==> config.mk <==
export PLATFORM = sky130hd
export DESIGN_NAME = queue_writer
export DESIGN_NICKNAME = d
export VERILOG_FILES = /design/src/verilog/replay_pkg.sv /design/src/verilog/queue_writer.sv
export SDC_FILE = /design/constraint.sdc
export NUM_CORES = 1
export LEC_CHECK = 0
export BUFFER_PORTS_ARGS = -buffer_cell sky130_fd_sc_hd__buf_2
export CORE_ASPECT_RATIO = 1.25
export CORE_MARGIN = 2
export CORE_UTILIZATION = 30
export CTS_BUF_LIST = sky130_fd_sc_hd__clkbuf_8
export DETAILED_ROUTE_END_ITERATION = 10
export HOLD_SLACK_MARGIN = 0.02
export PLACE_DENSITY_LB_ADDON = 0.1
export SETUP_SLACK_MARGIN = 0.5
export SLEW_MARGIN = 40
export SYNTH_ARGS = -nofsm -noshare
export SYNTH_HDL_FRONTEND = slang
export SYNTH_SLANG_ARGS = --single-unit
==> constraint.sdc <==
create_clock -name clk -period 4.3 [get_ports clk]
set_input_delay 0.215 -clock clk [delete_from_list [all_inputs] [get_ports clk]]
set_output_delay 0.215 -clock clk [all_outputs]
set_load 0.03 [all_outputs]
==> src/verilog/replay_pkg.sv <==
//####################
// Shared sizes and types for the packet replay buffer.
// Imported by every RTL block and by the testbench.
//####################

package replay_pkg;

  // Queue and payload sizes
  localparam int NUM_QUEUES    = 4;
  localparam int QID_W         = 2;
  localparam int DATA_W        = 32;

  // One ring region per queue in a 256-word memory
  localparam int REGION_WORDS  = 64;
  localparam int REGION_AW     = 6;
  localparam int MEM_WORDS     = 256;
  localparam int MEM_ADDR_W    = QID_W + REGION_AW;

  // Packets are 1 to 16 words by contract
  localparam int MAX_PKT_WORDS = 16;

  localparam int FIFO_DEPTH    = 32;
  localparam int FIFO_AW       = 5;

  // Ring pointer, top bit marks the wrap
  localparam int PTR_W         = REGION_AW + 1;
  typedef logic [PTR_W-1:0] qptr_t;

  typedef struct packed {
    logic [QID_W-1:0]  qid;
    logic              last;
    logic [DATA_W-1:0] data;
  } pkt_word_t;

  typedef struct packed {
    logic              last;
    logic [DATA_W-1:0] data;
  } mem_word_t;

  typedef struct packed {
    logic                  we;
    logic [MEM_ADDR_W-1:0] addr;
    mem_word_t             wdata;
  } mem_req_t;

  // Saturating drop counter
  typedef logic [15:0] drop_cnt_t;

endpackage
==> src/verilog/queue_writer.sv <==
//####################
// Moves packets from the input FIFO into per-queue ring regions.
// Drops a whole packet when its queue lacks room, commits tails per packet.
//####################
`timescale 1ns/1ps

module queue_writer (
  input  logic                                            clk,
  input  logic                                            rst,
  input  replay_pkg::pkt_word_t                           fifo_head,
  input  logic                                            fifo_empty,
  output logic                                            fifo_pop,
  output logic                                            req,
  output replay_pkg::mem_req_t                            req_data,
  input  logic                                            grant,
  input  replay_pkg::qptr_t [replay_pkg::NUM_QUEUES-1:0]  head_ptr,
  output replay_pkg::qptr_t [replay_pkg::NUM_QUEUES-1:0]  tail_ptr,
  output replay_pkg::drop_cnt_t [replay_pkg::NUM_QUEUES-1:0] drop_count
);
  import replay_pkg::*;

  typedef enum logic [1:0] {
    W_IDLE,
    W_STORE,
    W_DROP
  } wr_state_t;

  wr_state_t        state;
  logic [QID_W-1:0] cur_q;
  qptr_t            wr_ptr;
  logic [QID_W-1:0] head_q;
  qptr_t            occ;
  qptr_t            room;
  logic             room_ok;

  // Drop decision for the packet at the FIFO head
  assign head_q  = fifo_head.qid;
  assign occ     = tail_ptr[head_q] - head_ptr[head_q];
  assign room    = qptr_t'(REGION_WORDS) - occ;
  assign room_ok = (room >= qptr_t'(MAX_PKT_WORDS));

  always_comb begin
    req_data.we         = 1'b1;
    req_data.addr       = {cur_q, wr_ptr[REGION_AW-1:0]};
    req_data.wdata.last = fifo_head.last;
    req_data.wdata.data = fifo_head.data;
  end

  assign req = (state == W_STORE) && !fifo_empty;

  // Stored words leave on their grant, dropped words one per cycle
  always_comb begin
    case (state)
      W_IDLE:  fifo_pop = !fifo_empty && !room_ok;
      W_STORE: fifo_pop = grant;
      W_DROP:  fifo_pop = !fifo_empty;
      default: fifo_pop = 1'b0;
    endcase
  end

  always_ff @(posedge clk) begin
    if (rst) begin
      state      <= W_IDLE;
      cur_q      <= '0;
      wr_ptr     <= '0;
      tail_ptr   <= '0;
      drop_count <= '0;
    end else begin
      case (state)
        W_IDLE: begin
          if (!fifo_empty) begin
            cur_q <= head_q;
            if (room_ok) begin
              // Work from the committed tail
              wr_ptr <= tail_ptr[head_q];
              state  <= W_STORE;
            end else begin
              if (drop_count[head_q] != '1) begin
                drop_count[head_q] <= drop_count[head_q] + 1'b1;
              end
              // Single-word packets are gone already
              if (!fifo_head.last) begin
                state <= W_DROP;
              end
            end
          end
        end
        W_STORE: begin
          if (grant) begin
            wr_ptr <= wr_ptr + 1'b1;
            if (fifo_head.last) begin
              // Publish the whole packet at once
              tail_ptr[cur_q] <= wr_ptr + 1'b1;
              state           <= W_IDLE;
            end
          end
        end
        W_DROP: begin
          if (!fifo_empty && fifo_head.last) begin
            state <= W_IDLE;
          end
        end
        default: state <= W_IDLE;
      endcase
    end
  end

endmodule

### Word-level counts from Yosys, hierarchy flattened

Cells that the tools add are included.

* register bits: 103
* latch bits: 0
* bits in writable memories: 0
* bits in read-only memories: 0
* output and inout bits: 136
* memories: 0

* $add $sub $neg: 4
* multiply operators: 0
* divide/modulo/power cells: 0
* magnitude comparators: 5
* equal/unequal tests: 9
* shift operators: 0
* multiplexer cells: 24
* bitwise gates (word level): 2
* reductions and logical operators: 14

Operators with widths (count)
* bitwise mux 64 bit: 1
* 2-to-1 mux 7 bit: 6
* binary-select mux 16 bit (select 2 bit): 1
* demux 16 bit (select 2 bit): 1
* 2-to-1 mux 16 bit: 2
* binary-select mux 7 bit (select 2 bit): 2
* bitwise mux 28 bit: 1
* adder 16 x 1 -> 16 bit (second input constant): 1
* inequality test 16 bit (second input constant): 1
* demux 7 bit (select 2 bit): 1
* case mux 7 bit (2 select lines): 1
* 2-to-1 mux 2 bit: 6
* inequality test 2 bit (second input constant): 5
* AND reduction 4 bit: 2
* adder 7 x 1 -> 7 bit (second input constant): 1
* greater-or-equal comparator 7 x 5 -> 1 bit (second input constant): 1
* subtractor 7 bit: 1
* subtractor 7 bit (first input constant): 1
* less-than comparator 2 x 3 -> 1 bit (second input constant): 2
* case mux 2 bit (3 select lines): 1
* logical AND 1 bit: 5
* AND reduction 5 bit: 1
* greater-or-equal comparator 2 x 1 -> 1 bit (second input constant): 2
* inequality test 3 bit (second input constant): 1
* 9 further kinds: 11

### Depth between registers and ports, before layout

Gate-level depths: netlist of the first run.

* word-level depth: 8
* depth in mapped cells: 20
* mapped depth without buffers: 14

### Least setup slack after synthesis of the first run

Ideal clock, no wire load.

* path type: input-to-output
* start: input port fifo_head[33] (netlist bit)
* end: output port fifo_pop
* arrival: 4669 ps
* required time: 4085 ps
* slack: -584 ps
* stages on the path: 16
* path buffers: 5
* path through: buf_6 > buf_12 > buf_2 > buf_1 > mux4_2 > ha_1 > ha_1 > inv_1 > fa_1 > nand3b_1 > and3_1 > or4_1 > clkbuf_1 > or2_2 > nor2b_1 > o32ai_1

* word-level cells in the longest chain between the ends: 8

Ends and longest elaborated chain
* start: declaration: RTL line queue_writer.sv:10 `input replay_pkg::pkt_word_t fifo_head,`
* binary-select mux 7 bit (select 2 bit): RTL line queue_writer.sv:38 `assign occ = tail_ptr[head_q] - head_ptr[head_q];`
* 2-to-1 mux 7 bit (implied by the code): RTL line queue_writer.sv:38
* subtractor 7 bit *: RTL line queue_writer.sv:38
* subtractor 7 bit *: RTL line queue_writer.sv:39 `assign room = qptr_t'(REGION_WORDS) - occ;`
* greater-or-equal comparator 7 x 5 -> 1 bit *: RTL line queue_writer.sv:40 `assign room_ok = (room >= qptr_t'(MAX_PKT_WORDS));`
* logical NOT 1 bit *: RTL line queue_writer.sv:54 `W_IDLE: fifo_pop = !fifo_empty && !room_ok;`
* logical AND 1 bit *: RTL line queue_writer.sv:54
* case mux 1 bit (3 select lines) *: RTL line queue_writer.sv:53 `case (state)`
* end: declaration: RTL line queue_writer.sv:12 `output logic fifo_pop,`

Every way passes the cells marked *; elsewhere a longest branch is shown, timed or not. The select of a mux whose other input is x is not followed.

### Final worst setup path of the first run

* start: register tail_ptr[21] (netlist bit)
* end: output port fifo_pop

* word-level cells in the longest chain between the ends: 8

Ends and longest elaborated chain
* start: declaration: RTL line queue_writer.sv:17 `output replay_pkg::qptr_t [replay_pkg::NUM_QUEUES-1:0] tail_ptr,`
* start signal: indexed assignment: RTL line queue_writer.sv:93 `tail_ptr[cur_q] <= wr_ptr + 1'b1;`
* binary-select mux 7 bit (select 2 bit): RTL line queue_writer.sv:38
* 2-to-1 mux 7 bit (implied by the code): RTL line queue_writer.sv:38
* subtractor 7 bit: RTL line queue_writer.sv:38
* subtractor 7 bit: RTL line queue_writer.sv:39
* greater-or-equal comparator 7 x 5 -> 1 bit: RTL line queue_writer.sv:40
* logical NOT 1 bit: RTL line queue_writer.sv:54
* logical AND 1 bit: RTL line queue_writer.sv:54
* case mux 1 bit (3 select lines): RTL line queue_writer.sv:53

No other way between the ends. The select of a mux whose other input is x is not followed.

==> results of run 1 <==
==> path summary, 6_finish.rpt <==
kind | to | slack (ns)
worst min register to register | tail_ptr[21] | 0.52
worst min-delay path | state[1] | 0.19
worst max-delay path | fifo_pop | 0.51
worst max register to register | wr_ptr[5] | 0.66
==> sequential cells by signal, indices dropped and copies added (netlist names) <==
signal and flops:
drop_count 64, cur_q 2, tail_ptr 28, state 2, wr_ptr 7
==> per-layer routing <==
metal | vias to the layer above | wire, um
li1 | 2089 | -
met1 | 2106 | 7090
met2 | 149 | 7940
met3 | 23 | 908
met4 | 2 | 223
met5 | - | 16
==> cells in the mapped netlist, types with 5 or more instances <==
| cell | number |
|---|---|
| buf_2 | 7 |
| xnor2_1 | 12 |
| nand3_1 | 11 |
| mux4_1 | 5 |
| dfxtp_1 | 103 |
| a211oi_1 | 28 |
| buf_6 | 5 |
| buf_4 | 40 |
| xor2_1 | 8 |
| nor2_1 | 110 |
| mux2i_1 | 72 |
| clkbuf_1 | 21 |
| ha_1 | 13 |
| mux4_2 | 25 |
| nand2_1 | 14 |
| inv_1 | 13 |
| and3_1 | 7 |
| a21oi_1 | 10 |
==> timing repair <==
action | 4_1_cts | 5_1_grt
pin swaps | 5 | 5
setup buffers | 2 | 2
gates cloned | 0 | 2
endpoints found under the setup margin | 1 | 22
gates resized for setup | 14 | 9
==> power breakdown <==
part	total [mW]	switching [mW]	leakage, nW	internal (mW)
combinational	0.423	0.242	1.75	0.181
clock	0.635	0.400	0.104	0.235
sequential	0.992	0.0241	0.831	0.967
==> cell families after synthesis <==
group,after synthesis
AOI/OAI and AO/OA,49
xor gates and xnor gates,22
adders and majority gates,14
buffers and inverters,89
DFF,103
muxes,103
other,1
and+or+nand+nor,170
==> through the flow <==
| stage | utilization [%] | total power, mW | cells |
|---|---|---|---|
| floorplan | - | 1.35 | 551 |
| global placement | 34.5 | 1.38 | 856 |
| detailed placement | 34.5 | 1.39 | 856 |
| CTS | 36.0 | 2.07 | 874 |
| global route | 36.4 | 2.16 | 878 |
| finish | 36.4 | 2.05 | 878 |
==> critical path, stage by stage, from the launching register on <==
cell      delay, ns
dfxtp_2        0.35
mux4_2         0.56
ha_4           0.19
inv_2          0.06
ha_4           0.12
inv_2          0.03
fa_2           0.31
nand3b_1       0.19
and3_1         0.17
or4_4          0.42
or2_4          0.25
nor2b_4        0.13
o32ai_4        0.22
buf_6          0.17
==> cell type report <==
cell class,instances,area [sq um],area share (%)
Clock buffer,9,124,1.88
Clock inverter,7,81.3,1.24
Inverter,13,48.8,0.741
Multi-Input combinational cell,359,3080,46.8
Sequential cell,103,2060,31.4
Tap cell,228,285,4.33
Timing Repair Buffer,159,900,13.7
==> impl_results.md, run 1 <==
* Clock Path Buffers at 2
* Synth unique cells at 47
* Synth area leaders: dfxtp_1 (37%), mux2i_1 (13%), mux4_2 (10%), nor2_1 (7.5%), buf_4 (5.4%)
* Hold path cells at 3
* Worst Tran Pin Value at 0.824 ns
* Slew Limit Headroom at 45.0%
* R2R depth at 14
* Clock Latency Late Sink at 0.40 ns
* Max-slew violation count at 0
* Die X-Extent at 126 um
* Mean post-synth cell area at 10.1 sq um
* Cell taking the most area after synthesis: dfxtp_1
* Final GP Congestion at 0.800
* CORE AREA at 18,100 sq um
* Dpl cell area at 6250 sq um
* VDD IR max at 0.140 mV
* Yosys warnings at 0
* Critical setup path kind: flop to primary output
* First-pass GRT wire length at 25,200 um
* Main combinational cell family by area after synthesis: multiplexers
* Antenna viol nets, final at 0
* # DRC at 0
* Final period utilization at 88.2%
* DR pass1 iterations at 5
* Fill cell count at 1,860
* Met3 usage at 4.15%
* Prevailing post-synth register cell: dfxtp_1
* Clock H-tree levels at 3
* HP Class: input port to flop
* Most frequent cells in the layout: buf_2 (135), nor2_1 (109), dfxtp_1 (101)
* Synth Area in Compound Gates at 6.10%
* # Max-Cap Violations at 0
* Vias in the first global route at 4,444
* Mapped Cells at 551
* CP Launch Point: tail_ptr[21]
* WL per Instance at 18.4 um
* FF+latch count, synth at 103
* Max frequency at 0.264 GHz
* Clk sinks at 103
* Register area share after synthesis at 37.2%
* Grt met2 use at 28.9%
* Hold buffers post-CTS at 0
* Leak at 2.69 nW
* DIE HEIGHT at 156 um
* Simple-gate area share of the yosys netlist at 13.9%
* Post-Syn Area at 5540 sq um
* Antenna Cells at 0
* Design area at 6590 sq um
* Final WS setup at 0.506 ns
* TNS Setup at 0 ns
* Core Rows at 55
* Synthesized-area fraction occupied by adder cells at 3.30%
* Initial core utilization at 30.6%
* HPWL after DPL at 11,600 um
* Post-synth ARST share at 0%
* Area growth, synth to finish at 18.9%
* Post-synth EDFFs at 0
* Initial antenna violation count at 1
* Num CTS Buffers at 9
* Worst-path fanout max at 3
* Vias at 4,369
* Unrepaired setup endpoints after global routing: true
* Worst EP arrival at 3.58 ns
* Clk root buf: clkbuf_8
* Status: finished clean
* Share of post-route cells with drive strength above 1 at 35.2%
* Synth Net Count at 632
* Synth top area share at 37.2%
* CTS tree: built
* Drt total wl at 16,200 um
* Most common cell after layout, fill and taps aside: buf_2
* Hold_sp: fifo_head[32]
* Worst setup EP type: primary output
* Worst hold margin at 0.190 ns
* IO Port Bufs at 137
* Top-Level Pins at 203
* # setup viols final at 0
* GR peak layer: met2
* PD cells at 311 nW/um^2
* Gr ovfl total at 0
* Critical Path Source Type: flop
* Xor/xnor share of the synthesized area at 3.75%
* Largest net degree at the start of global routing at 104
* Detailed router's first-iteration violation count at 229
* Clock transition at path regs at 0.12 ns
* RR Startpoint: tail_ptr[21]
* Pre-CTS setup slack at 0.236 ns
* Die footprint at 19,600 sq um
* Layout Nets at 726
* Vias/cell at 4.98
* Tmin final at 3.79 ns
* Total GRT Usage at 16.4%
* Mux contribution to synthesized area at 25.8%
* Final Hold Viols at 0
* Worst Skew at 0.0241 ns
* Met1 GRT Util at 19.9%
* Worst Path Required at 4.09 ns
(Power assumes the default switching activity.)
==> run 2, diff against run 1 <==
==> constraint.sdc (replaced) <==
create_clock -name clk -period 4.6 [get_ports clk]
set_input_delay 1.15 -clock clk [delete_from_list [all_inputs] [get_ports clk]]
set_output_delay 1.15 -clock clk [all_outputs]
set_load 0.03 [all_outputs]
==> impl_results.md, run 2 (synthesis gave the netlist of run 1 again) <==
* Status: finished, violations left
* Failing checks: setup timing
* DIE HEIGHT at 156 um
* Setup slack, reg-to-reg at 1.06 ns
* R2R depth at 15
* WP depth at 13
* HPWL after DPL at 11,900 um
* RR Startpoint: tail_ptr[0]
* VDD IR max at 0.206 mV
* Initial core utilization at 30.6%
* Fill cell count at 1,829
* Max-slew violation count at 0
* # setup viols final at 1
* Clk sinks at 103
* Clock Path Buffers at 2
* # Max-Cap Violations at 0
* Final period utilization at 114%
* Hold_sp: drop_count[48]
* Initial antenna violation count at 0
* Worst EP arrival at 4.11 ns
* CORE AREA at 18,100 sq um
* Total GRT Usage at 17.0%
* Clock H-tree levels at 3
* Clock transition at path regs at 0.11 ns
* Worst Path Required at 3.45 ns
* Die footprint at 19,600 sq um
* Worst setup EP type: primary output
* # DRC at 0
* Flop pwr share at 45.7%
* Final core occ at 38.4%
* Slew Limit Headroom at 46.8%
* Design area at 6960 sq um
* Clk root buf: clkbuf_8
* Most common cell after layout, fill and taps aside: buf_2
* Top cell family by delay on the critical path: simple AND/OR/NAND/NOR gates
* Combinational power share at 23.1%
* Worst Tran Pin Value at 0.797 ns
* Antenna viol nets, final at 0
* Critical Path Source Type: input port
* Pre-CTS setup slack at -1.16 ns
* Dpl cell area at 6410 sq um
* CP bufs+invs at 4
* TNS Setup at -0.660 ns
* Cell Int Power at 1.39 mW
* Vias in the first global route at 4,474
* Unrepaired setup endpoints after global routing: true
* Gr ovfl total at 0
* Num CTS Buffers at 9
* CP Launch Point: fifo_head[33]
* Final WS setup at -0.660 ns
* CP peak stage delay at 0.53 ns
* Final Hold Viols at 0
* Hold path cells at 2
* Max frequency at 0.190 GHz
* Tmin final at 5.26 ns
* Vias at 4,448
* Largest register by flop count: drop_count
* Worst Skew at 0.0170 ns
* Area growth, synth to finish at 25.6%
* Largest net degree at the start of global routing at 57
* Die X-Extent at 126 um
* Worst hold margin at 0.517 ns
* Most frequent cells in the layout: buf_2 (133), nor2_1 (109), dfxtp_1 (103)
* IO Port Bufs at 137
* Clock Latency Late Sink at 0.40 ns
* Largest registers: drop_count (64), tail_ptr (28), wr_ptr (7)
* Final GP Congestion at 0.802
* Detailed router's first-iteration violation count at 221
* First-pass GRT wire length at 25,900 um
* CTS tree: built
* Share of post-route cells with drive strength above 1 at 39.0%
* Drt total wl at 16,700 um
* Max reg flops at 64
* Critical setup path kind: input port to primary output
* Worst-path fanout max at 5
* Antenna Cells at 0
* HP Class: flop to flop
* WL per Instance at 18.6 um
* Layout Nets at 748
* Top-Level Pins at 203
* Sw frac at 31.3%
* DR pass1 iterations at 4
* Share of total power in the clock network at 31.2%
* Slowest-stage cell, CP: mux4_2
* PD cells at 291 nW/um^2
* Crit path cell chain: buf_12, buf_4, mux4_2, inv_1, ha_1, ha_4, a21oi_4, and3_4, or4_4, or2_4, nor2b_4, o32ai_4, buf_6
* Hold buffers post-CTS at 0
* Leak at 2.83 nW
* Vias/cell at 4.94
* Switch Pwr at 0.635 mW
* Core Rows at 55
## run 2: cell types whose count changed in the layout (fill, tap and decap cells not counted), sizes merged
cell / change
buf: +22
bufinv: +1
inv: -1
## run 2: power groups by stage
| stage | clock, mW | sequential (mW) | combinational (mW) |
|---|---|---|---|
| after CTS | 0.656 | 0.927 | 0.455 |
| after floorplan | 0 | 0.950 | 0.320 |
| after detailed placement | 0 | 0.947 | 0.401 |
| final | 0.633 | 0.927 | 0.468 |
| after global placement | 0 | 0.947 | 0.399 |
| after global routing | 0.693 | 0.930 | 0.504 |
## run 2: worst paths after layout
path,end
worst min register to register,drop_count[48]
worst max-delay path,fifo_pop
worst max register to register,drop_count[51]
worst min-delay path,drop_count[48]
## run 2: worst min-delay path, cell delays in order, from the launching register on
cell and delay (ns):
dfxtp_1 0.34, nor2_1 0.10, a211oi_1 0.05
## run 2: cell type report
type	count	area (sq um)	area share, %
inverter	13	48.8	0.701
multi-input combinational	359	3180	45.7
clock buffer	9	124	1.78
sequential	103	2060	29.6
tap	228	285	4.10
timing repair buffer	181	1160	16.7
clock inverter	7	95.1	1.37
## run 2: per-layer routing
layer,GRT usage [%],vias up,wire length [um]
met5,0,-,0
met4,4.18,0,157
met3,4.97,9,1040
met2,29.4,133,8340
met1,20.7,2170,7170
li1,-,2136,-
## run 2: through the flow
| stage | power [mW] | std cells |
|---|---|---|
| global route | 2.13 | 900 |
| finish | 2.03 | 900 |
| floorplan | 1.27 | 551 |
| detailed placement | 1.35 | 875 |
| CTS | 2.04 | 896 |
| global placement | 1.35 | 875 |
## run 2: timing repair
| action | CTS | global route |
|---|---|---|
| endpoints found under the hold margin | 0 | 0 |
| cloned | 3 | 0 |
| pin swaps | 13 | 8 |
| endpoints found under the setup margin | 72 | 71 |
| setup buffers | 2 | 4 |
| resized for setup | 33 | 18 |
